`config.mk`:
```
export PLATFORM = sky130hd
export DESIGN_NAME = hazard_unit
export DESIGN_NICKNAME = d
export VERILOG_FILES = /design/src/common/core_pkg.sv /design/src/hazard_unit.sv
export SDC_FILE = /design/constraint.sdc
export NUM_CORES = 1
export LEC_CHECK = 0
export ABC_AREA = 1
export BUFFER_PORTS_ARGS = -buffer_cell sky130_fd_sc_hd__buf_2
export CAP_MARGIN = 20
export CORE_AREA = 2 2 234 236
export DETAILED_ROUTE_END_ITERATION = 8
export DIE_AREA = 0 0 236 238
export GPL_ROUTABILITY_DRIVEN = 0
export PLACE_DENSITY_LB_ADDON = 0.15
export SYNTH_ARGS = -nofsm -noshare
export SYNTH_HDL_FRONTEND = slang
export SYNTH_SLANG_ARGS = --single-unit
```
`constraint.sdc`:
```
create_clock -name vclk -period 1.3
set_clock_uncertainty 0.05 [all_clocks]
set_input_delay 0.13 -clock vclk [all_inputs]
set_output_delay 0.13 -clock vclk [all_outputs]
set_load 0.01 [all_outputs]
```
`src/common/core_pkg.sv`:
```
package core_pkg;

    typedef logic [63:0] xlen_t;
    typedef logic [31:0] inst_t;
    typedef logic [4:0]  reg_idx_t;
    typedef logic [7:0]  byte_mask_t;
    typedef logic [1:0]  fwd_sel_t;

    localparam xlen_t RESET_PC = 64'h0;
    // addi x0, x0, 0
    localparam inst_t NOP_INST = 32'h0000_0013;

    localparam logic [6:0] OPC_OP        = 7'b0110011;
    localparam logic [6:0] OPC_OP_IMM    = 7'b0010011;
    localparam logic [6:0] OPC_OP_32     = 7'b0111011;
    localparam logic [6:0] OPC_OP_IMM_32 = 7'b0011011;
    localparam logic [6:0] OPC_LOAD      = 7'b0000011;
    localparam logic [6:0] OPC_STORE     = 7'b0100011;
    localparam logic [6:0] OPC_BRANCH    = 7'b1100011;
    localparam logic [6:0] OPC_JAL       = 7'b1101111;
    localparam logic [6:0] OPC_JALR      = 7'b1100111;
    localparam logic [6:0] OPC_LUI       = 7'b0110111;
    localparam logic [6:0] OPC_AUIPC     = 7'b0010111;

    // operand source in execute
    localparam fwd_sel_t FWD_REG = 2'd0;
    localparam fwd_sel_t FWD_MEM = 2'd1;
    localparam fwd_sel_t FWD_WB  = 2'd2;

    typedef enum logic [4:0] {
        ALU_ADD, ALU_SUB, ALU_SLL, ALU_SLT, ALU_SLTU, ALU_XOR, ALU_SRL, ALU_SRA,
        ALU_OR, ALU_AND, ALU_ADDW, ALU_SUBW, ALU_SLLW, ALU_SRLW, ALU_SRAW
    } alu_op_e;

    typedef enum logic [2:0] {
        BR_NONE, BR_EQ, BR_NE, BR_LT, BR_GE, BR_LTU, BR_GEU, BR_JUMP
    } br_op_e;

    // values follow funct3 of loads and stores
    typedef enum logic [2:0] {
        MW_B, MW_H, MW_W, MW_D, MW_BU, MW_HU, MW_WU
    } mem_width_e;

    typedef enum logic [1:0] {
        WB_ALU, WB_MEM, WB_PC4
    } wb_sel_e;

    typedef struct packed {
        alu_op_e    alu_op;
        br_op_e     br_op;
        mem_width_e mem_width;
        wb_sel_e    wb_sel;
        logic       a_pc;
        logic       b_imm;
        logic       reg_we;
        logic       mem_we;
        logic       mem_re;
    } ctrl_t;

    typedef struct packed {
        logic  valid;
        xlen_t pc;
        inst_t inst;
    } if_id_t;

    localparam if_id_t IF_BUBBLE = '{valid: 1'b0, pc: RESET_PC, inst: NOP_INST};

    typedef struct packed {
        logic     valid;
        ctrl_t    ctrl;
        xlen_t    pc;
        inst_t    inst;
        reg_idx_t rs1;
        reg_idx_t rs2;
        reg_idx_t rd;
        xlen_t    imm;
        xlen_t    rs1_val;
        xlen_t    rs2_val;
    } id_ex_t;

    typedef struct packed {
        logic       valid;
        ctrl_t      ctrl;
        xlen_t      pc;
        inst_t      inst;
        reg_idx_t   rd;
        xlen_t      result;
        xlen_t      wdata;
        byte_mask_t wmask;
    } ex_mem_t;

    typedef struct packed {
        logic     valid;
        xlen_t    pc;
        inst_t    inst;
        reg_idx_t rd;
        logic     rd_we;
        xlen_t    rd_data;
    } commit_t;

endpackage

```
`src/hazard_unit.sv`:
```
`timescale 1ns/1ps

module hazard_unit import core_pkg::*; (
    input  id_ex_t   id_ex,
    input  ex_mem_t  ex_mem,
    input  reg_idx_t wb_rd,
    input  logic     wb_we,
    input  reg_idx_t dec_rs1,
    input  reg_idx_t dec_rs2,
    input  logic     if_stall,
    input  logic     mem_stall,
    input  logic     redirect,
    output fwd_sel_t fwd_a,
    output fwd_sel_t fwd_b,
    output logic     hold_front,
    output logic     hold_all,
    output logic     bubble,
    output logic     flush
);
    logic mem_wr;
    logic load_use;

    // youngest producer wins, x0 never forwarded
    function automatic fwd_sel_t fwd_for(input reg_idx_t src, input reg_idx_t mem_rd,
                                         input logic mem_ok, input reg_idx_t wrd,
                                         input logic wb_ok);
        if (src == '0) begin
            return FWD_REG;
        end
        if (mem_ok && mem_rd == src) begin
            return FWD_MEM;
        end
        if (wb_ok && wrd == src) begin
            return FWD_WB;
        end
        return FWD_REG;
    endfunction

    assign mem_wr = ex_mem.valid && ex_mem.ctrl.reg_we && ex_mem.rd != '0;
    assign fwd_a  = fwd_for(id_ex.rs1, ex_mem.rd, mem_wr, wb_rd, wb_we);
    assign fwd_b  = fwd_for(id_ex.rs2, ex_mem.rd, mem_wr, wb_rd, wb_we);

    // load in EX feeding the instruction in decode
    assign load_use = id_ex.valid && id_ex.ctrl.mem_re && id_ex.rd != '0 &&
                      (id_ex.rd == dec_rs1 || id_ex.rd == dec_rs2);

    assign hold_all   = mem_stall;
    assign hold_front = mem_stall || if_stall || load_use;
    assign bubble     = if_stall || load_use;
    assign flush      = redirect;

endmodule

```
==> reports/qor.yml <==
worst_setup_path:
  cp-end-kind: "output pin"
  crit_path_start_kind: "input port"
  path_max_fanout: 2
  path_class: "input port to output pin"
  critPathArrivalTime_ns: 1.05
  crit_start: "id_ex[194]"
  required_ns: 1.12
placement:
  post_dp_cell_area_um2: 1750
  io_buffers: 49
  hpwlAfterDp_um: 2970
  place_ws_ns: -0.158
cells_and_area:
  antenna_cells: 0
  layout_common_cells: "45 x buf_2, 37 x nand2_1, 23 x nor2_1"
  seq_cells: 0
  nets: 778
  num-fill-cells: 6412
  regArea_um2: 0
  final_area_um2: 1800
  synthToLayoutAreaGrowth_pct: 201
  utilization_pct: 3.36
  layout-drive-gt1-share_pct: 41.3
  final_common_cell: "buf_2"
  n_clock_buffer: 0
floorplanning:
  die_h_um: 238
  core_um2: 53500
  io_pins: 605
  rows: 85
  die-area_um2: 56200
  die_w_um: 236
  initial_core_util_pct: 1.12
timing:
  fin_crit_ns: 1.23
  max_freq_mhz: 811
  setup_viol: 0
  worst_slew_pin_slew_ns: 0.281
  timing_max_transition_violations_final: 0
  rsz0062_at_grt: "yes"
  period_share_pct: 94.8
  slew_headroom_pct: 81.2
  tns_ns: 0
  hold_viol_final: 0
  fin_ws_ns: 0.0670
synthesis:
  synth_mux_area_share_pct: 0
  synth_cells: 125
  yosys.area_share.adder_pct: 0
  synth_xor_area_share_pct: 23.5
  synth-seq-area-share_pct: 0
  synth_cell_types: 14
  yosys_warnings: 0
  yosys.area_share.simple_pct: 56.0
  syn_area_um2: 597
  avgSynthCellArea_um2: 4.77
  synth_nets: 722
  synth_top_family_by_area: "simple AND/OR/NAND/NOR gates"
  synth_compound_area_share_pct: 1.68
power:
  p_leak_nw: 0.614
  power_density_nw_per_um2: 161
  ir_drop_mv: 0.0525
  power.total_w: 0.000290
grt:
  grt_usage_pct: 1.04
  grt_pass1_vias: 822
  grt_max_degree: 5
  antenna_found_initial: 1
  overflow: 0
  grt_pass1_wl_um: 4600
drt:
  vias: 851
  firstDrtPassIters: 2
  drt_wl_total_um: 3120
  drc: 0
  drt-wirelength-per-cell_um: 3.56
  ant_nets: 0
  drt-vias-per-instance: 0.973
  drtIter0Drc: 12
worst_hold_path:
  hold_path.class: "input port to output pin"
  hold_path.startpoint: "redirect"
run_status:
  status: "finished, final reports clean"
cts:
  post_cts_buffers: 0
  holdBufCountCts: 0
run:
  max_cap_viol_count: 0
[metal layers]
metal | track usage (%) | up-vias | part of all wire, %
met5 | 0 | - | 0.51
met4 | 0 | 2 | 0.064
met3 | 0.255 | 2 | 8.1
met2 | 1.84 | 45 | 43
met1 | 1.36 | 328 | 48
li1 | - | 474 | -
[worst max-delay path, stage by stage]
cell     delay [ns]
buf_8          0.10
nor2_4         0.09
nand4_1        0.24
nand3_2        0.20
inv_2          0.05
nand2_2        0.08
nand2_2        0.05
buf_6          0.11
[cell families (layout without fill, tap and decap cells)]
family,after synthesis,after routing
XOR/XNOR,16,16
buffers and inverters,28,82
AND/OR/NAND/NOR,79,79
AO/OA/AOI/OAI,2,2
[path summary, 6_finish.rpt]
check / to / cells after the start
max: bubble / 8
min: flush / 0
[per-stage QoR]
| stage | hold WS [ns] | std cells |
|---|---|---|
| after floorplan | 0.302 | 125 |
| after global placement | 0.210 | 875 |
| after detailed placement | 0.210 | 875 |
| after CTS | 0.210 | 875 |
| after global routing | 0.210 | 875 |
| final | 0.210 | 875 |
[power breakdown]
group          switching [W]  total, W  internal [W]
Combinational       0.000150  0.000290      0.000140
Clock                      0         0             0
Sequential                 0         0             0
Total               0.000150  0.000290      0.000140
[cell usage after synthesis]
cell type | count | area [µm²]
inv_1 | 16 | 60.1
xnor2_1 | 8 | 70.1
nor3_2 | 2 | 20.0
nor2_2 | 1 | 6.26
clkinv_1 | 2 | 7.51
a21oi_1 | 2 | 10.0
nor2_1 | 24 | 90.1
nand4_1 | 2 | 12.5
nand2_1 | 40 | 150
buf_4 | 2 | 15.0
xor2_1 | 8 | 70.1
nand3_1 | 9 | 45.0
nand3_2 | 1 | 10.0
inv_2 | 8 | 30.0
[what timing repair did]
item,in CTS,in global routing
gates resized for setup,5,7
endpoints found under the hold margin,0,0
pin swaps,5,5
setup endpoints to repair,2,2
[area by class of cell]
class	instances	area, µm²	share of cell area (%)
inverter	26	97.6	5.42
timing repair buffer	56	327	18.2
multi-input combinational	97	504	28.0
tap	696	871	48.4
(Power assumes the default switching activity.)
