[config.mk]
export PLATFORM = sky130hd
export DESIGN_NAME = reg_file
export DESIGN_NICKNAME = d
export VERILOG_FILES = /design/src/common/core_pkg.sv /design/src/reg_file.sv
export SDC_FILE = /design/constraint.sdc
export NUM_CORES = 2
export LEC_CHECK = 0
export BUFFER_PORTS_ARGS = -buffer_cell sky130_fd_sc_hd__buf_2
export CORE_MARGIN = 5
export CORE_UTILIZATION = 55
export CTS_BUF_LIST = sky130_fd_sc_hd__clkbuf_4
export DETAILED_ROUTE_END_ITERATION = 8
export PLACE_DENSITY = 0.72
export RECOVER_POWER = 25
export SETUP_SLACK_MARGIN = 0.05
export SYNTH_ARGS = -nofsm -noshare
export SYNTH_HDL_FRONTEND = slang
export SYNTH_SLANG_ARGS = --single-unit
[constraint.sdc]
create_clock -name clk -period 2.5 [get_ports clk]
set_clock_uncertainty 0.15 [all_clocks]
set_input_delay 0.125 -clock clk [delete_from_list [all_inputs] [get_ports clk]]
set_output_delay 0.125 -clock clk [all_outputs]
set_load 0.03 [all_outputs]
[src/common/core_pkg.sv]
package core_pkg;

    typedef logic [63:0] xlen_t;
    typedef logic [31:0] inst_t;
    typedef logic [4:0]  reg_idx_t;
    typedef logic [7:0]  byte_mask_t;
    typedef logic [1:0]  fwd_sel_t;

    localparam xlen_t RESET_PC = 64'h0;
    // addi x0, x0, 0
    localparam inst_t NOP_INST = 32'h0000_0013;

    localparam logic [6:0] OPC_OP        = 7'b0110011;
    localparam logic [6:0] OPC_OP_IMM    = 7'b0010011;
    localparam logic [6:0] OPC_OP_32     = 7'b0111011;
    localparam logic [6:0] OPC_OP_IMM_32 = 7'b0011011;
    localparam logic [6:0] OPC_LOAD      = 7'b0000011;
    localparam logic [6:0] OPC_STORE     = 7'b0100011;
    localparam logic [6:0] OPC_BRANCH    = 7'b1100011;
    localparam logic [6:0] OPC_JAL       = 7'b1101111;
    localparam logic [6:0] OPC_JALR      = 7'b1100111;
    localparam logic [6:0] OPC_LUI       = 7'b0110111;
    localparam logic [6:0] OPC_AUIPC     = 7'b0010111;

    // operand source in execute
    localparam fwd_sel_t FWD_REG = 2'd0;
    localparam fwd_sel_t FWD_MEM = 2'd1;
    localparam fwd_sel_t FWD_WB  = 2'd2;

    typedef enum logic [4:0] {
        ALU_ADD, ALU_SUB, ALU_SLL, ALU_SLT, ALU_SLTU, ALU_XOR, ALU_SRL, ALU_SRA,
        ALU_OR, ALU_AND, ALU_ADDW, ALU_SUBW, ALU_SLLW, ALU_SRLW, ALU_SRAW
    } alu_op_e;

    typedef enum logic [2:0] {
        BR_NONE, BR_EQ, BR_NE, BR_LT, BR_GE, BR_LTU, BR_GEU, BR_JUMP
    } br_op_e;

    // values follow funct3 of loads and stores
    typedef enum logic [2:0] {
        MW_B, MW_H, MW_W, MW_D, MW_BU, MW_HU, MW_WU
    } mem_width_e;

    typedef enum logic [1:0] {
        WB_ALU, WB_MEM, WB_PC4
    } wb_sel_e;

    typedef struct packed {
        alu_op_e    alu_op;
        br_op_e     br_op;
        mem_width_e mem_width;
        wb_sel_e    wb_sel;
        logic       a_pc;
        logic       b_imm;
        logic       reg_we;
        logic       mem_we;
        logic       mem_re;
    } ctrl_t;

    typedef struct packed {
        logic  valid;
        xlen_t pc;
        inst_t inst;
    } if_id_t;

    localparam if_id_t IF_BUBBLE = '{valid: 1'b0, pc: RESET_PC, inst: NOP_INST};

    typedef struct packed {
        logic     valid;
        ctrl_t    ctrl;
        xlen_t    pc;
        inst_t    inst;
        reg_idx_t rs1;
        reg_idx_t rs2;
        reg_idx_t rd;
        xlen_t    imm;
        xlen_t    rs1_val;
        xlen_t    rs2_val;
    } id_ex_t;

    typedef struct packed {
        logic       valid;
        ctrl_t      ctrl;
        xlen_t      pc;
        inst_t      inst;
        reg_idx_t   rd;
        xlen_t      result;
        xlen_t      wdata;
        byte_mask_t wmask;
    } ex_mem_t;

    typedef struct packed {
        logic     valid;
        xlen_t    pc;
        inst_t    inst;
        reg_idx_t rd;
        logic     rd_we;
        xlen_t    rd_data;
    } commit_t;

endpackage

[src/reg_file.sv]
`timescale 1ns/1ps

module reg_file import core_pkg::*; (
    input  logic     clk,
    input  logic     arst_n,
    input  reg_idx_t rs1,
    input  reg_idx_t rs2,
    output xlen_t    rs1_data,
    output xlen_t    rs2_data,
    input  logic     we,
    input  reg_idx_t rd,
    input  xlen_t    rd_data
);
    xlen_t regs [32];

    always_ff @(posedge clk or negedge arst_n) begin
        if (!arst_n) begin
            regs <= '{default: '0};
        end else if (we && rd != '0) begin
            regs[rd] <= rd_data;
        end
    end

    // same-cycle writeback is visible to decode
    assign rs1_data = (rs1 == '0) ? '0 : (we && rd == rs1) ? rd_data : regs[rs1];
    assign rs2_data = (rs2 == '0) ? '0 : (we && rd == rs2) ? rd_data : regs[rs2];

endmodule

==> impl_metrics.tcl <==
set metrics [dict create \
    outcome "complete, but fails checks" \
    violations "capacitance limit, slew limit, setup timing" \
    postPlaceCellArea_sq_um 120500 \
    vias 82110 \
    seq_area_frac_synth_pct 46.85 \
    crit_type "flip-flop to output pin" \
    dpl.hpwl_microns 267600 \
    io_pins 210 \
    cts_buffers 562 \
    die_area_sq_um 207900 \
    cts_root_buf "clkbuf_4" \
    final_cell_mix "dfrtp_1, mux2_2, mux4_2, clkbuf_4, buf_4" \
    multiInputGateArea_sq_um 57500 \
    start_util_pct 55.35 \
    worst_setup_path_start_kind "flip-flop" \
    min_to "regs[353]$_DFFE_PN0P_" \
    gp_congestion 0.9376 \
    numPortBuffers 209 \
    syn_to_final_growth_pct 21.63 \
    ff_latch_area_sq_um 51250 \
    synth_fp_nets 7463 \
    nets 8563 \
    wl_microns 414100 \
    worst_slack_ns -1.234 \
    timing.rr.start "regs[973]$_DFFE_PN0P_" \
    r2r_end "regs[973]$_DFFE_PN0P_" \
    worst-path-max-fanout 3 \
    wl_per_cell_microns 35.99 \
    avgSynthCellArea_sq_um 14.82 \
    grt_pass1_vias 85110 \
    vdd_drop_max_v 0.0005621 \
    h-tree-depth 6 \
    grt_max_degree 111 \
    relSlewSlack_pct -8.698 \
    pre_cts_ws_ns -0.7671 \
    p_per_area_nw_per_um2 748.5 \
    worst-r2r-setup-slack_ns 0.99 \
    fmax_ghz 0.2678 \
    dr.pass1.iters 6 \
    final-instance-count-excl-fill 11510 \
    gr-total-overflow 0 \
    syn_area_sq_um 109400 \
    setup_violations 1161 \
    viasPerCell 7.136 \
    crit_path_end_kind "output pin" \
    fp.dieH_microns 456.0 \
    antenna_found_initial 26 \
    synth_seq_cells 2048 \
    ys.flop_type "dfrtp_1" \
    cts_buffer_depth 4 \
    largest_register "regs" \
    cp_data_arrival_time_ns 3.46 \
    rsz0062_at_grt "true" \
    syn-instance-count 7381 \
    fillers 13350 \
    post-route-drc-count 0 \
    min_period_ns 3.734 \
    fin_setup_tns_ns -234.54 \
    leakage_nw 58.88 \
    clkLatencyLatePin_ns 1.41 \
    fin_area_sq_um 133100 \
    dp.cells 10300 \
    synth_edf_count 0 \
    cts_tree "yes" \
    finalMaxSlewViolations 72 \
    hp-class "input pin to flip-flop" \
    reg.largest.list "regs: 2048 flops" \
    cts.sinks 2048 \
    max-cap-violations 3 \
    coreArea_sq_um 197600 \
    synth_warnings 0 \
    clk_transition_reported_paths_ns 0.06 \
    timing.final.crit_share_pct 149.3 \
    hp-start "we" \
    mostFrequentLayoutCell "dfrtp_1" \
    drive_gt1_share_pct 61.05 \
    ys_types 70 \
    worst_pin_slew_ns 1.630 \
    dr.first_iter.drc_count 10300 \
    cp.required_ns 2.23 \
    worstRegToRegCells 2 \
    hold_viol 0 \
    die_w_microns 456.0 \
    largest_reg_flops 2048 \
    rows 163 \
    async_flop_share_pct 100.0 \
    hold_depth 6 \
    ant_nets 0 \
    grt.total_usage_pct 39.31 \
    grt_pass1_wl_microns 599600 \
]
[through the flow]
| step | util, % | hold slack [ns] | power [mW] |
|---|---|---|---|
| after global routing | 67.30 | 0.09710 | 103.4 |
| after CTS | 67.21 | 0.0003864 | 98.56 |
| after floorplan | - | -0.3206 | 58.38 |
| after detailed placement | 60.97 | -0.05341 | 66.45 |
| final | 67.33 | 0.1167 | 99.58 |
| after global placement | 60.97 | -0.06071 | 65.21 |
[cell usage after synthesis, types with 27 or more instances]
cell type	instances	area (sq um)
a211oi_1	38	285.3
buf_4	96	720.7
nor2b_1	32	200.2
buf_2	213	1066
mux2_2	1993	22440
dfrtp_1	2048	51250
a221oi_1	61	534.3
mux2_1	72	810.8
mux4_2	870	19590
a22oi_1	68	510.5
o22ai_1	198	1239
clkbuf_1	483	1813
nor2_1	142	533.0
mux2i_1	328	3283
nor3_1	39	195.2
a21oi_1	110	550.5
o21ai_0	70	350.3
a22o_1	51	446.7
buf_6	63	709.4
nand2_1	73	274.0
nand3_1	27	135.1
o221ai_1	52	455.4
[worst max path at each step]
stage                                 startpoint           end  slack (ns)
final                      regs[754]$_DFFE_PN0P_  rs2_data[50]       -1.23
after CTS                 regs[1010]$_DFFE_PN0P_  rs2_data[50]       -1.36
after global routing       regs[153]$_DFFE_PN0P_  rs1_data[25]       -1.28
after global placement                    rs2[0]  rs2_data[50]       -0.75
after detailed placement                  rs2[0]  rs2_data[50]       -0.77
after floorplan                           rs2[0]  rs2_data[45]        0.24
[worst max-delay path: stages, from the launching register on]
cell and delay [ns]:
dfrtp_1 0.39, mux4_2 0.46, mux2i_1 0.17, a211oi_2 0.13, nor4_4 0.45, buf_4 0.23
nor2_2 0.05, buf_6 0.14
[layout make-up]
class | instances | area share, %
multi-input cells | 4461 | 43.22
flip-flops and latches | 2048 | 38.52
repair buffers | 1402 | 10.71
clock buffers | 811 | 4.576
well taps | 2640 | 2.483
clock inverters | 113 | 0.4316
diodes | 25 | 0.04702
inverters | 6 | 0.01693
[kinds of logic after synthesis]
kind of cell	share of synthesized area [%]
mux	42.17
flops	46.85
buf+inv	3.999
compound gates	5.128
simple gates	1.771
xor+xnor	0.08006
[layer usage]
metal | vias up | track usage [%] | wire [microns]
met2 | 6185 | 56.71 | 181800
li1 | 31210 | - | -
met5 | - | 0.1378 | 197
met4 | 20 | 27.65 | 34420
met1 | 42920 | 50.15 | 146800
met3 | 1765 | 13.20 | 50890
[repair_timing]
action	CTS	global route
pin swaps	302	152
gates cloned	0	0
gates resized for setup	735	160
hold buffers	161	0
hold endpoints to repair	4032	0
buffers inserted	115	34
setup endpoints to repair	128	234
[where the power goes]
part / internal [mW] / total, mW / switching [mW]
logic: 14.3 / 25.2 / 11.0
registers: 39.4 / 44.4 / 4.94
clock network: 15.3 / 30.0 / 14.7
(Power assumes the default switching activity.)
