===== src/common/core_pkg.sv =====
package core_pkg;

    typedef logic [63:0] xlen_t;
    typedef logic [31:0] inst_t;
    typedef logic [4:0]  reg_idx_t;
    typedef logic [7:0]  byte_mask_t;
    typedef logic [1:0]  fwd_sel_t;

    localparam xlen_t RESET_PC = 64'h0;
    // addi x0, x0, 0
    localparam inst_t NOP_INST = 32'h0000_0013;

    localparam logic [6:0] OPC_OP        = 7'b0110011;
    localparam logic [6:0] OPC_OP_IMM    = 7'b0010011;
    localparam logic [6:0] OPC_OP_32     = 7'b0111011;
    localparam logic [6:0] OPC_OP_IMM_32 = 7'b0011011;
    localparam logic [6:0] OPC_LOAD      = 7'b0000011;
    localparam logic [6:0] OPC_STORE     = 7'b0100011;
    localparam logic [6:0] OPC_BRANCH    = 7'b1100011;
    localparam logic [6:0] OPC_JAL       = 7'b1101111;
    localparam logic [6:0] OPC_JALR      = 7'b1100111;
    localparam logic [6:0] OPC_LUI       = 7'b0110111;
    localparam logic [6:0] OPC_AUIPC     = 7'b0010111;

    // operand source in execute
    localparam fwd_sel_t FWD_REG = 2'd0;
    localparam fwd_sel_t FWD_MEM = 2'd1;
    localparam fwd_sel_t FWD_WB  = 2'd2;

    typedef enum logic [4:0] {
        ALU_ADD, ALU_SUB, ALU_SLL, ALU_SLT, ALU_SLTU, ALU_XOR, ALU_SRL, ALU_SRA,
        ALU_OR, ALU_AND, ALU_ADDW, ALU_SUBW, ALU_SLLW, ALU_SRLW, ALU_SRAW
    } alu_op_e;

    typedef enum logic [2:0] {
        BR_NONE, BR_EQ, BR_NE, BR_LT, BR_GE, BR_LTU, BR_GEU, BR_JUMP
    } br_op_e;

    // values follow funct3 of loads and stores
    typedef enum logic [2:0] {
        MW_B, MW_H, MW_W, MW_D, MW_BU, MW_HU, MW_WU
    } mem_width_e;

    typedef enum logic [1:0] {
        WB_ALU, WB_MEM, WB_PC4
    } wb_sel_e;

    typedef struct packed {
        alu_op_e    alu_op;
        br_op_e     br_op;
        mem_width_e mem_width;
        wb_sel_e    wb_sel;
        logic       a_pc;
        logic       b_imm;
        logic       reg_we;
        logic       mem_we;
        logic       mem_re;
    } ctrl_t;

    typedef struct packed {
        logic  valid;
        xlen_t pc;
        inst_t inst;
    } if_id_t;

    localparam if_id_t IF_BUBBLE = '{valid: 1'b0, pc: RESET_PC, inst: NOP_INST};

    typedef struct packed {
        logic     valid;
        ctrl_t    ctrl;
        xlen_t    pc;
        inst_t    inst;
        reg_idx_t rs1;
        reg_idx_t rs2;
        reg_idx_t rd;
        xlen_t    imm;
        xlen_t    rs1_val;
        xlen_t    rs2_val;
    } id_ex_t;

    typedef struct packed {
        logic       valid;
        ctrl_t      ctrl;
        xlen_t      pc;
        inst_t      inst;
        reg_idx_t   rd;
        xlen_t      result;
        xlen_t      wdata;
        byte_mask_t wmask;
    } ex_mem_t;

    typedef struct packed {
        logic     valid;
        xlen_t    pc;
        inst_t    inst;
        reg_idx_t rd;
        logic     rd_we;
        xlen_t    rd_data;
    } commit_t;

endpackage


===== src/execute/execute_stage.sv =====
`timescale 1ns/1ps

module execute_stage import core_pkg::*; (
    input  logic     clk,
    input  logic     arst_n,
    input  id_ex_t   id_ex,
    input  fwd_sel_t fwd_a,
    input  fwd_sel_t fwd_b,
    input  xlen_t    mem_fwd,
    input  xlen_t    wb_fwd,
    input  logic     hold,
    output logic     redirect,
    output xlen_t    target,
    output ex_mem_t  ex_mem
);
    xlen_t       rs1_v;
    xlen_t       rs2_v;
    xlen_t       op_a;
    xlen_t       op_b;
    logic [31:0] word_res;
    xlen_t       alu_res;
    logic        taken;
    byte_mask_t  base_mask;
    ex_mem_t     ex_next;

    function automatic xlen_t pick(input fwd_sel_t sel, input xlen_t reg_val,
                                   input xlen_t mem_val, input xlen_t wb_val);
        case (sel)
            FWD_MEM: return mem_val;
            FWD_WB:  return wb_val;
            default: return reg_val;
        endcase
    endfunction

    assign rs1_v = pick(fwd_a, id_ex.rs1_val, mem_fwd, wb_fwd);
    assign rs2_v = pick(fwd_b, id_ex.rs2_val, mem_fwd, wb_fwd);
    assign op_a  = id_ex.ctrl.a_pc ? id_ex.pc : rs1_v;
    assign op_b  = id_ex.ctrl.b_imm ? id_ex.imm : rs2_v;

    // 32-bit half for the W forms
    always_comb begin
        case (id_ex.ctrl.alu_op)
            ALU_ADDW: word_res = op_a[31:0] + op_b[31:0];
            ALU_SUBW: word_res = op_a[31:0] - op_b[31:0];
            ALU_SLLW: word_res = op_a[31:0] << op_b[4:0];
            ALU_SRLW: word_res = op_a[31:0] >> op_b[4:0];
            default:  word_res = $signed(op_a[31:0]) >>> op_b[4:0];
        endcase
    end

    always_comb begin
        case (id_ex.ctrl.alu_op)
            ALU_ADD:  alu_res = op_a + op_b;
            ALU_SUB:  alu_res = op_a - op_b;
            ALU_SLL:  alu_res = op_a << op_b[5:0];
            ALU_SLT:  alu_res = {63'b0, $signed(op_a) < $signed(op_b)};
            ALU_SLTU: alu_res = {63'b0, op_a < op_b};
            ALU_XOR:  alu_res = op_a ^ op_b;
            ALU_SRL:  alu_res = op_a >> op_b[5:0];
            ALU_SRA:  alu_res = $signed(op_a) >>> op_b[5:0];
            ALU_OR:   alu_res = op_a | op_b;
            ALU_AND:  alu_res = op_a & op_b;
            default:  alu_res = {{32{word_res[31]}}, word_res};
        endcase
    end

    always_comb begin
        case (id_ex.ctrl.br_op)
            BR_EQ:   taken = rs1_v == rs2_v;
            BR_NE:   taken = rs1_v != rs2_v;
            BR_LT:   taken = $signed(rs1_v) < $signed(rs2_v);
            BR_GE:   taken = $signed(rs1_v) >= $signed(rs2_v);
            BR_LTU:  taken = rs1_v < rs2_v;
            BR_GEU:  taken = rs1_v >= rs2_v;
            BR_JUMP: taken = 1'b1;
            default: taken = 1'b0;
        endcase
    end

    // a frozen EX must not steer fetch
    assign redirect = id_ex.valid && taken && !hold;
    assign target   = {alu_res[63:1], 1'b0};

    always_comb begin
        case (id_ex.ctrl.mem_width)
            MW_B:    base_mask = 8'h01;
            MW_H:    base_mask = 8'h03;
            MW_W:    base_mask = 8'h0f;
            default: base_mask = 8'hff;
        endcase
    end

    always_comb begin
        ex_next.valid  = id_ex.valid;
        ex_next.ctrl   = id_ex.ctrl;
        ex_next.pc     = id_ex.pc;
        ex_next.inst   = id_ex.inst;
        ex_next.rd     = id_ex.rd;
        ex_next.result = alu_res;
        // store data moved into its byte lane
        ex_next.wdata  = rs2_v << {alu_res[2:0], 3'b000};
        ex_next.wmask  = id_ex.ctrl.mem_we ? base_mask << alu_res[2:0] : '0;
    end

    always_ff @(posedge clk or negedge arst_n) begin
        if (!arst_n) begin
            ex_mem <= '0;
        end else if (!hold) begin
            ex_mem <= ex_next;
        end
    end

endmodule


===== config.mk =====
export PLATFORM = sky130hd
export DESIGN_NAME = execute_stage
export DESIGN_NICKNAME = d
export VERILOG_FILES = /design/src/common/core_pkg.sv /design/src/execute/execute_stage.sv
export SDC_FILE = /design/constraint.sdc
export NUM_CORES = 2
export LEC_CHECK = 0
export BUFFER_PORTS_ARGS = -buffer_cell sky130_fd_sc_hd__buf_2
export CAP_MARGIN = 20
export CORE_MARGIN = 2
export CORE_UTILIZATION = 23
export DETAILED_ROUTE_END_ITERATION = 6
export HOLD_SLACK_MARGIN = 0.06
export MAX_ROUTING_LAYER = met4
export PLACE_DENSITY_LB_ADDON = 0.1
export SKIP_CTS_REPAIR_TIMING = 1
export SYNTH_ARGS = -nofsm -noshare
export SYNTH_HDL_FRONTEND = slang
export SYNTH_SLANG_ARGS = --single-unit

===== constraint.sdc =====
create_clock -name clk -period 8.19 [get_ports clk]
set_input_delay 0.4095 -clock clk [delete_from_list [all_inputs] [get_ports clk]]
set_output_delay 0.4095 -clock clk [all_outputs]
set_load 0.02 [all_outputs]

==> summary.txt <==
Run status
  – Outcome: finished, violations left
  – Failing checks: design-rule violations

Hold path
  – Hold Path Class: in -> reg
  – Worst Hold Launch: id_ex[250]

Floorplan
  – # IOs: 778
  – Initial Util: 23.07%
  – Core outline area: 182,500 um^2
  – Die W: 431.8 um
  – Die Ht: 431.8 um
  – Full die area: 186,500 um^2
  – Row count: 157

Drt
  – Via/cell ratio: 5.988
  – Routed Antenna Nets: 0
  – Initial DRC count: 6,712
  – DR DRC count: 2
  – Final WL: 362.3 mm
  – Drt pass-1 iters: 7
  – Via count: 53,070
  – Drt wl/cell: 40.88 um

GRT
  – Overall Global Routing Usage: 38.35%
  – First-pass GRT wire length: 474.8 mm
  – Vias in the first global route: 50,560
  – Largest net degree at the start of global routing: 111
  – Initial antenna violation count: 81
  – Total gr overflow: 0

Cells and area
  – Utilization after layout: 28.72%
  – Max reg flops: 256
  – Nets@finish: 7,125
  – Layout Cell Area excl Fill: 52,410 um^2
  – Regs by FF count: ex_mem x256
  – Layout cells sized above 1: 26.61%
  – Final Instance Count excl. Fillers: 8,864
  – Top reg by flops: ex_mem
  – Layout area overhead: 24.48%

Timing
  – Finish-stage setup viols: 0
  – Worst-margin pin slew: 1356 ps
  – Fin crit share: 97.86%
  – Max-slew headroom: 9.578%
  – Fmax: 0.1248 GHz
  – Final Skew: 0 ps
  – Final Max Tran Viols: 0
  – Total negative slack: 0 ps
  – RSZ-0062 raised after global routing: false
  – Worst setup margin: 175.5 ps
  – Hold Slack: 57.27 ps
  – Hold violation total from the final report: 0
  – Post-layout min period: 8015 ps

Yosys
  – Top_reg_cell synth: dfrtp_1
  – Gate count of the mapped netlist: 5,570
  – Post-synthesis adder-cell area fraction: 8.773%
  – Sequential area share after synthesis: 15.22%
  – Yosys warnings: 0
  – Async S/R FF share, synth: 100.0%
  – Mapped Area: 42,100 um^2
  – Synth Area in Simple Gates: 16.61%
  – Count of cell types in the netlist: 108
  – Post-Synth XOR/XNOR Area: 2.205%
  – Synth Net Count: 6,321
  – Mean area per synthesized cell: 7.558 um^2
  – Register bit total from synthesis: 256
  – Main combinational cell family by area after synthesis: compound AO/OA/AOI/OAI gates
  – Number of synthesized flops with an enable pin: 0
  – Compound-Gate Fraction of Synth Area: 31.88%
  – Mux cell area share after synthesis: 17.52%

Worst setup path
  – Top cell family by delay on the critical path: compound AO/OA/AOI/OAI gates
  – Worst setup startpoint: fwd_b[0]
  – Data required, critical path: 7780 ps
  – CP bufs+invs: 8
  – CP dominant cell by count: buf_4
  – WP data arrival: 7610 ps
  – Reg2Reg Launch Point: ex_mem[56]
  – Crit Path Max Fanout: 33
  – Crit. End Element: primary output
  – CP max stage delay: 750 ps
  – Slowest CP cell: nor2_1
  – CP startpoint kind: input port
  – CP Class: in -> out

Power
  – Power density over cell area: 214.1 nW/um^2
  – Logic pwr share: 69.1%
  – P_leak: 23.27 nW
  – Total Power Consumption: 11.22 mW
  – Sw Share: 56.11%
  – Sw power: 6.295 mW
  – Worst VDD drop: 0.1512 mV
  – Pint: 4.924 mW
  – Clock group share of total power: 15.6%
  – Register share of total power: 15.3%

Clock network
  – Max Buffers Root-to-Sink: 3
  – Clk slew on worst S/H paths: 60 ps
  – Clock Root Buffer: clkbuf_16
  – Clk sinks: 256
  – CTS tree: built
  – CTS Buf Count: 37
  – # H-tree levels: 2
  – Skew-Pair Late Insertion Delay: 640 ps

Job
  – Max-cap violations: 0

Placement
  – HPWL Detailed: 301.1 mm
  – Placed cell count: 8,628
  – DP Area: 50,050 um^2
  – Final Wtd Congestion: 1.072
  – Pre-CTS setup slack: 440.0 ps
  – Number of port buffers: 766
-- layout by cell type (no fill, tap or decap), types with 54 or more instances in the layout --
cell / n
a211oi_1: 63
a21o_1: 82
a21oi_1: 389
a221o_1: 54
a221oi_1: 60
a22o_1: 88
a31oi_1: 56
buf_2: 764
buf_4: 391
dfrtp_1: 256
diode_2: 79
dlygate4sd3_1: 92
ha_1: 288
inv_1: 223
mux2_2: 296
mux2i_1: 400
nand2_1: 509
nand2b_1: 102
nand3_1: 88
nor2_1: 417
nor3_1: 87
o211ai_1: 68
o21ai_0: 485
o21bai_1: 54
o221a_2: 54
o22ai_1: 66
xnor2_1: 95
-- cell families (layout without fill, tap and decap cells) --
kind of cell	after synthesis	in the layout
AOI/OAI and AO/OA	1965	1965
and+or+nand+nor	1502	1502
buffers and inverters	747	1577
muxes	699	699
adders and majority gates	294	294
DFF	256	256
xor gates and xnor gates	106	106
other	1	80
-- path summary, 6_finish.rpt --
kind	end	cells past startpoint	slack [ps]
setup / recovery	target[49]	25	180
hold / removal	ex_mem[184]	2	60
setup reg to reg	ex_mem[56]	2	7060
hold reg to reg	ex_mem[238]	2	490
max in group asynchronous	ex_mem[208]	4	6040
min in group asynchronous	ex_mem[75]	2	300
-- Yosys cell counts, types with 55 or more instances --
cell | n | area [um^2]
buf_4 | 82 | 615.6
a21o_1 | 82 | 615.6
nand2b_1 | 103 | 644.4
ha_1 | 292 | 3654
a22o_1 | 88 | 770.7
mux2i_1 | 401 | 4014
a21oi_1 | 390 | 1952
o211ai_1 | 68 | 510.5
a211oi_1 | 64 | 480.5
inv_1 | 225 | 844.6
nand3_1 | 89 | 445.4
nor3_1 | 87 | 435.4
buf_2 | 102 | 510.5
o21ai_0 | 498 | 2492
o22ai_1 | 66 | 412.9
clkbuf_1 | 257 | 964.7
a221oi_1 | 60 | 525.5
xnor2_1 | 95 | 832.1
buf_1 | 55 | 206.5
mux2_2 | 296 | 3333
nor2_1 | 422 | 1584
dfrtp_1 | 256 | 6406
nand2_1 | 512 | 1922
a31oi_1 | 56 | 350.3
-- worst reg2reg max path, delay by kind of cell, from the launching register on --
family / cells / cell delay [ps]
AOI/OAI and AO/OA: 1 / 370
DFF: 1 / 560
and+or+nand+nor: 1 / 70
-- layout make-up --
class | instances | area (um^2)
clock buffers | 49 | 1042
well taps | 2385 | 2984
fillers | 20260 | 130100
diodes | 79 | 197.7
clock inverters | 16 | 196.4
repair buffers | 1266 | 8015
inverters | 246 | 934.6
multi-input cells | 4567 | 32630
flip-flops and latches | 256 | 6406
-- power by group through the flow --
stage          registers (mW)  clock network [mW]  logic, mW
5_1_grt                  1.73                1.84       7.99
4_1_cts                  1.71                1.80       7.48
2_1_floorplan            1.94                   0       3.84
6_report                 1.71                1.75       7.75
3_5_place_dp             1.72                   0       7.45
3_3_place_gp             1.72                   0       7.47
-- per-layer routing --
layer	wire length [um]	GRT usage (%)
met2	159100	58.50
met5	0	-
met3	27600	6.928
met1	147600	46.70
met4	28070	23.93
Power figures use the tool's default switching activity.
