==> src/common/core_pkg.sv <==
package core_pkg;

    typedef logic [63:0] xlen_t;
    typedef logic [31:0] inst_t;
    typedef logic [4:0]  reg_idx_t;
    typedef logic [7:0]  byte_mask_t;
    typedef logic [1:0]  fwd_sel_t;

    localparam xlen_t RESET_PC = 64'h0;
    // addi x0, x0, 0
    localparam inst_t NOP_INST = 32'h0000_0013;

    localparam logic [6:0] OPC_OP        = 7'b0110011;
    localparam logic [6:0] OPC_OP_IMM    = 7'b0010011;
    localparam logic [6:0] OPC_OP_32     = 7'b0111011;
    localparam logic [6:0] OPC_OP_IMM_32 = 7'b0011011;
    localparam logic [6:0] OPC_LOAD      = 7'b0000011;
    localparam logic [6:0] OPC_STORE     = 7'b0100011;
    localparam logic [6:0] OPC_BRANCH    = 7'b1100011;
    localparam logic [6:0] OPC_JAL       = 7'b1101111;
    localparam logic [6:0] OPC_JALR      = 7'b1100111;
    localparam logic [6:0] OPC_LUI       = 7'b0110111;
    localparam logic [6:0] OPC_AUIPC     = 7'b0010111;

    // operand source in execute
    localparam fwd_sel_t FWD_REG = 2'd0;
    localparam fwd_sel_t FWD_MEM = 2'd1;
    localparam fwd_sel_t FWD_WB  = 2'd2;

    typedef enum logic [4:0] {
        ALU_ADD, ALU_SUB, ALU_SLL, ALU_SLT, ALU_SLTU, ALU_XOR, ALU_SRL, ALU_SRA,
        ALU_OR, ALU_AND, ALU_ADDW, ALU_SUBW, ALU_SLLW, ALU_SRLW, ALU_SRAW
    } alu_op_e;

    typedef enum logic [2:0] {
        BR_NONE, BR_EQ, BR_NE, BR_LT, BR_GE, BR_LTU, BR_GEU, BR_JUMP
    } br_op_e;

    // values follow funct3 of loads and stores
    typedef enum logic [2:0] {
        MW_B, MW_H, MW_W, MW_D, MW_BU, MW_HU, MW_WU
    } mem_width_e;

    typedef enum logic [1:0] {
        WB_ALU, WB_MEM, WB_PC4
    } wb_sel_e;

    typedef struct packed {
        alu_op_e    alu_op;
        br_op_e     br_op;
        mem_width_e mem_width;
        wb_sel_e    wb_sel;
        logic       a_pc;
        logic       b_imm;
        logic       reg_we;
        logic       mem_we;
        logic       mem_re;
    } ctrl_t;

    typedef struct packed {
        logic  valid;
        xlen_t pc;
        inst_t inst;
    } if_id_t;

    localparam if_id_t IF_BUBBLE = '{valid: 1'b0, pc: RESET_PC, inst: NOP_INST};

    typedef struct packed {
        logic     valid;
        ctrl_t    ctrl;
        xlen_t    pc;
        inst_t    inst;
        reg_idx_t rs1;
        reg_idx_t rs2;
        reg_idx_t rd;
        xlen_t    imm;
        xlen_t    rs1_val;
        xlen_t    rs2_val;
    } id_ex_t;

    typedef struct packed {
        logic       valid;
        ctrl_t      ctrl;
        xlen_t      pc;
        inst_t      inst;
        reg_idx_t   rd;
        xlen_t      result;
        xlen_t      wdata;
        byte_mask_t wmask;
    } ex_mem_t;

    typedef struct packed {
        logic     valid;
        xlen_t    pc;
        inst_t    inst;
        reg_idx_t rd;
        logic     rd_we;
        xlen_t    rd_data;
    } commit_t;

endpackage

==> src/fetch_stage.sv <==
`timescale 1ns/1ps

module fetch_stage import core_pkg::*; (
    input  logic   clk,
    input  logic   arst_n,
    input  logic   hold,
    input  logic   flush,
    input  logic   redirect,
    input  xlen_t  target,
    output xlen_t  pc,
    input  inst_t  inst,
    output if_id_t if_id
);

    // a redirect from execute wins over any front-end hold
    always_ff @(posedge clk or negedge arst_n) begin
        if (!arst_n) begin
            pc <= RESET_PC;
        end else if (redirect) begin
            pc <= target;
        end else if (!hold) begin
            pc <= pc + 64'd4;
        end
    end

    always_ff @(posedge clk or negedge arst_n) begin
        if (!arst_n) begin
            if_id <= IF_BUBBLE;
        end else if (flush) begin
            // wrong-path slot
            if_id <= IF_BUBBLE;
        end else if (!hold) begin
            if_id.valid <= 1'b1;
            if_id.pc    <= pc;
            if_id.inst  <= inst;
        end
    end

endmodule

==> config.mk <==
export PLATFORM = sky130hd
export DESIGN_NAME = fetch_stage
export DESIGN_NICKNAME = d
export VERILOG_FILES = /design/src/common/core_pkg.sv /design/src/fetch_stage.sv
export SDC_FILE = /design/constraint.sdc
export NUM_CORES = 1
export LEC_CHECK = 0
export ABC_AREA = 0
export BUFFER_PORTS_ARGS = -buffer_cell sky130_fd_sc_hd__buf_2
export CORE_MARGIN = 8
export CORE_UTILIZATION = 43
export CTS_CLUSTER_DIAMETER = 50
export DETAILED_ROUTE_END_ITERATION = 10
export GPL_TIMING_DRIVEN = 0
export PLACE_DENSITY = 0.84
export SLEW_MARGIN = 40
export SYNTH_ARGS = -nofsm -noshare
export SYNTH_HDL_FRONTEND = slang
export SYNTH_SLANG_ARGS = --single-unit
export TNS_END_PERCENT = 20
==> constraint.sdc <==
create_clock -name clk -period 2.63 [get_ports clk]
set_clock_uncertainty 0.1 [all_clocks]
set_input_delay 0.526 -clock clk [delete_from_list [all_inputs] [get_ports clk]]
set_output_delay 0.526 -clock clk [all_outputs]
set_load 0.02 [all_outputs]
==> results of run 1 <==
## cell usage after synthesis, types with 2 or more instances
library cell    n
a211o_1         3
a21oi_1         2
a221o_1         2
a22oi_1         3
a31oi_1        14
and2_1          2
and3_1          6
and4_1          7
buf_1           5
buf_2           3
clkbuf_1       42
dfrtp_1       158
dfstp_2         3
inv_1           7
mux2_2          3
mux2i_1        95
nand2_1        69
nand3_1        26
nand4_1        22
nand4b_1        2
nor2_1        120
nor2b_1         7
nor3_1          6
nor4_1         24
o21ai_0        52
o31ai_1         5
or3_1          15
or4_1           6
or4_2           2
or4_4           4
xnor2_1        29
xor2_1         12
## per-stage QoR
stage / power (W) / setup slack, ns / instance area [um2] / TNS, ns
final: 0.006520 / 0.03158 / 10020 / 0
after global routing: 0.006779 / -0.05032 / 10010 / -0.2513
after CTS: 0.006570 / -0.008714 / 9998 / -0.008714
after detailed placement: 0.004034 / -0.4336 / 9335 / -3.652
after global placement: 0.003985 / -1.524 / 9265 / -243.89
after floorplan: 0.003517 / 0.01606 / 7687 / 0
## cell families (layout without fill, tap and decap cells)
logic type | Yosys count | after routing | share of synthesized area
simple gates | 325 | 325 | 0.2073
mux | 98 | 98 | 0.1282
flops | 161 | 161 | 0.5248
buf+inv | 58 | 353 | 0.02980
fa+ha+maj | 1 | 1 | 0.001628
other cells | 0 | 3 | 0
xor+xnor | 41 | 41 | 0.04673
compound gates | 82 | 82 | 0.06155
## sequential cells by signal, indices dropped and copies added (netlist names)
name   cells
if_id     97
pc        64
## where the power goes
part	switching, W	leakage (nW)	internal (W)
registers	0.000215	2.03	0.00267
clock network	0.00109	0.283	0.00144
logic	0.000697	2.56	0.000410
total	0.00200	4.87	0.00452
## area by class of cell
cell class / count / share of cell area
Antenna cell: 3 / 0.0007495
Buffer: 50 / 0.02111
Clock buffer: 19 / 0.04422
Clock inverter: 13 / 0.01512
Inverter: 7 / 0.002623
Multi-Input combinational cell: 547 / 0.3454
Sequential cell: 161 / 0.4035
Tap cell: 229 / 0.02861
Timing Repair Buffer: 264 / 0.1387
## routing by layer
layer	GRT usage	up-vias
li1	-	3264
met1	0.2770	3418
met2	0.3597	287
met3	0.06290	40
met4	0.08746	6
met5	0	-
## what timing repair did
action / in CTS / in global routing
pin swaps: 3 / 2
setup buffers: 2 / 1
hold endpoints to repair: 48 / 0
gates resized for setup: 15 / 3
hold buffers: 1 / 0
setup endpoints to repair: 13 / 16
## worst paths after layout
check                           start        end  slack (ns)  depth (start not counted)
max                            pc[34]     pc[56]        0.03                          6
min                        target[25]     pc[25]        0.19                          3
max reg2reg                    pc[34]     pc[56]        0.03                          6
min reg2reg                 if_id[96]  if_id[96]        0.42                          2
max in group asynchronous      arst_n   if_id[1]        1.27                          3
min in group asynchronous      arst_n  if_id[30]        0.49                          2
## worst register-to-register path, stage by stage (launching register included)
cell	delay (ns)
dfrtp_1	0.36
buf_6	0.14
nand4_1	0.15
or4_4	0.62
or4_4	0.61
or3_1	0.38
a31oi_1	0.17
==> out/metrics.cfg, run 1 <==
[status]
status = completed

[cts]
numCtsBuffers = 17
cts_tree = done
clkLatencyLatePin_ns = 0.43
clk_path_buf_depth = 2
htreeDepth = 4
root_buffer = clkbuf_16
cts.sinks = 161
clk_pin_slew_ns = 0.07

[detailed_routing]
drt_first_pass_iters = 5
drc = 0
wirelength_met1_um = 10620
route.met2.wl_um = 11850
vias_per_cell = 5.425
wirelength_um = 25210
ant_nets = 0
drt_iter0_drc = 452
wire_per_inst_um = 19.50
routed.top_layer = met5
dr_wl_met3_um = 2130
num_vias = 7015

[cells_and_area]
multiInputGateArea_um2 = 3460
area_delta_synth_final_pct = 30.35
final_cell_mix = 259 x buf_2, 151 x dfrtp_1, 120 x nor2_1, 95 x mux2i_1, 69 x nand2_1
layout_commonest_cell = buf_2
final_util = 0.5653
fin_cells = 1293
fillerInstances = 1569
nNetsFinal = 1150
layout-drive-gt1-share = 0.3110
seq_area_um2 = 4041

[global_route]
grt_max_degree = 60
grt.overflow.total = 0
grt_pass1_vias = 7115
grt_usage = 0.2225
antenna_found_initial = 5
grt_pass1_wl_um = 38920

[critical_path]
slowest_delay_ns = 0.62
crit_family = simple AND/OR/NAND/NOR gates
crit_buf_inv = 1
end_kind = flop
crit_fanout = 8
cp_data_required_time_ns = 2.89
arrival_ns = 2.86
crit_chain = buf_6 -> nand4_1 -> or4_4 -> or4_4 -> or3_1 -> a31oi_1
cp_slowest_cell = or4_4
start_kind = flop
cp_common_cell = or4_4
crit_type = reg2reg

[hold_path]
hp-class = in2reg

[floorplanning]
initial_utilization = 0.4337
die_w_um = 149.7
die_h_um = 149.7
core-area_um2 = 17720
rows = 49
die-area_um2 = 22400
io_pins = 262

[logic_synthesis]
yosysTopAreaCellShare = 0.5146
avgSynthCellArea_um2 = 10.03
synth.area.top_cells = dfrtp_1 51%, mux2i_1 12%, nor2_1 5.9%
ys_seq_area_frac = 0.5248
synthArstFlopShare = 1.000
synth_fp_nets = 868
syn_inst = 766
ys_warn_count = 0
ys_ff_latch = 161
syn_area_um2 = 7684
yosysTopAreaCell = dfrtp_1
ys_types = 42
synth_flop_cell = dfrtp_1
synth-edff-count = 0

[sta]
fin_crit_sh = 0.9880
timing.slew.headroom = 0.4754
hold_viol = 0
tightest_slew_ns = 0.7869
fmax_ghz = 0.3848
grt_setup_unrepaired = true
period_needed_ns = 2.598
whs_ns = 0.1938
finalMaxSlewViolations = 0
setup_violations = 0

[placement]
placedCellCount = 1255
place_congestion = 0.8654
hpwlAfterDp_um = 19240
portBuffers = 258

[flow_run]
maxCapViolCount = 0

[pwr]
ir_worst_vdd_mv = 0.4796
p_leak_nw = 4.872
power_density_nw_per_um2 = 651.0

Note: power is estimated with default switching activity, not from simulation.
==> inputs of run 2 (changes only) <==
--- a/config.mk
+++ b/config.mk
@@ -13,6 +13,7 @@
 export DETAILED_ROUTE_END_ITERATION = 10
 export GPL_TIMING_DRIVEN = 0
 export PLACE_DENSITY = 0.84
+export REMOVE_ABC_BUFFERS = 1
 export SLEW_MARGIN = 40
 export SYNTH_ARGS = -nofsm -noshare
 export SYNTH_HDL_FRONTEND = slang
==> out/metrics.cfg, run 2 (synthesized netlist as in run 1, its figures left out) <==
[detailed_routing]
num_vias = 6738
drt_first_pass_iters = 5
vias_per_cell = 5.382
drt_iter0_drc = 261
drc = 0
wirelength_um = 23110
ant_nets = 0
wire_per_inst_um = 18.46

[critical_path]
slowest_delay_ns = 0.56
crit_fanout = 107
end_kind = flop
start_kind = input port
cp_common_cell = or4_4
cp_slowest_cell = or4_4
rrSetupSlack_ns = 0.06
arrival_ns = 2.81
crit_type = in2reg
cp-startpoint = hold
cp_data_required_time_ns = 2.87
r2r-start = pc[7]
crit_chain = buf_12 -> nand4b_1 -> or4_4 -> or4_4 -> or3_1 -> a31oi_1

[placement]
place_congestion = 0.8171
placedCellCount = 1210
portBuffers = 261
hpwlAfterDp_um = 16840

[global_route]
antenna_found_initial = 2
grt_pass1_vias = 6710
grt_max_degree = 108
grt.overflow.total = 0
grt_pass1_wl_um = 35890
grt_usage = 0.2017

[cts]
clk_path_buf_depth = 2
cts_tree = done
clk_pin_slew_ns = 0.06
htreeDepth = 4
root_buffer = clkbuf_16
clkLatencyLatePin_ns = 0.42
cts.sinks = 161
numCtsBuffers = 17

[sta]
setup_violations = 0
setup_tns_ns = 0
tightest_slew_ns = 0.7176
grt_setup_unrepaired = true
period_needed_ns = 2.574
finalMaxSlewViolations = 0
fmax_ghz = 0.3885
hold_viol = 0
fin_crit_sh = 0.9788
timing.slew.headroom = 0.5216

[cells_and_area]
layout_commonest_cell = buf_2
layout-drive-gt1-share = 0.3307
fillerInstances = 1523
top_regs = if_id x97, pc x64
area_delta_synth_final_pct = 28.95
largest_reg_flops = 97
final_cell_mix = 257 x buf_2, 147 x dfrtp_1, 120 x nor2_1, 95 x mux2i_1, 68 x nand2_1
nNetsFinal = 1111
regMostFlops = if_id
fin_cells = 1252

[floorplanning]
rows = 49
die-area_um2 = 22400
core-area_um2 = 17720
die_h_um = 149.7
die_w_um = 149.7
io_pins = 262
initial_utilization = 0.4337

[pwr]
p_leak_nw = 4.852
power_density_nw_per_um2 = 633.7
ir_worst_vdd_mv = 0.4275
design_power_total_w = 0.006278

[hold_path]
hold_start = target[51]
hp-class = in2reg

[status]
status = completed

[flow_run]
maxCapViolCount = 0

## run 2: cell types whose count changed in the layout (fill, tap and decap cells not counted), moves of 4 or more
cell and delta:
clkinv_2 +4, dfrtp_1 -4, buf_4 +6, inv_6 -4, buf_1 -5, clkbuf_1 -35
dfrtp_2 +4
## run 2: worst max-delay path: cells and delay by family
kind                   cells  cell delay [ns]
AND/OR/NAND/NOR            4             1.79
buffers and inverters      1             0.27
AO/OA/AOI/OAI              1             0.16
## run 2: cell type report
type	count	area [um2]	share of cell area
Sequential cell	161	4046	0.4084
Multi-Input combinational cell	547	3480	0.3512
Timing Repair Buffer	275	1524	0.1538
Clock buffer	22	454.2	0.04584
Tap cell	229	286.5	0.02892
Clock inverter	10	88.84	0.008966
Inverter	7	26.28	0.002652
Antenna cell	1	2.502	0.0002526
## run 2: report_power, final
| group | total [W] | switching, W | internal (W) |
|---|---|---|---|
| logic | 0.00106 | 0.000650 | 0.000407 |
| clock network | 0.00232 | 0.000998 | 0.00132 |
| registers | 0.00290 | 0.000230 | 0.00267 |
## run 2: path summary, 6_finish.rpt
kind / end / depth (start not counted)
worst max-delay path: pc[56] / 6
min in group asynchronous: if_id[3] / 2
max in group asynchronous: if_id[0] / 3
worst min register to register: if_id[96] / 2
worst max register to register: pc[56] / 5
worst min-delay path: pc[51] / 3
## run 2: metrics by stage
stage                     setup slack [ns]  utilization  hold WS [ns]  instance area [um2]
after floorplan                    -0.1516            -        0.1304                 7481
after global routing              -0.03402       0.5591        0.2089                 9906
final                              0.05585       0.5592        0.2087                 9908
after CTS                         0.009298       0.5566        0.1952                 9862
after global placement              -1.860       0.5121        0.3975                 9074
after detailed placement            -1.030       0.5219        0.3781                 9248
## run 2: what timing repair did
action,4_1_cts,5_1_grt
endpoints found under the setup margin,28,11
endpoints found under the hold margin,48,0
pin swaps,5,3
gates resized for setup,8,14
gates cloned,0,0
setup buffers,9,0
hold buffers,1,0
## run 2: routing by layer
layer	GRT usage	routed length (um)
met4	0.06047	407
met3	0.05866	1955
met5	0	22
met2	0.3331	11030
met1	0.2515	9690
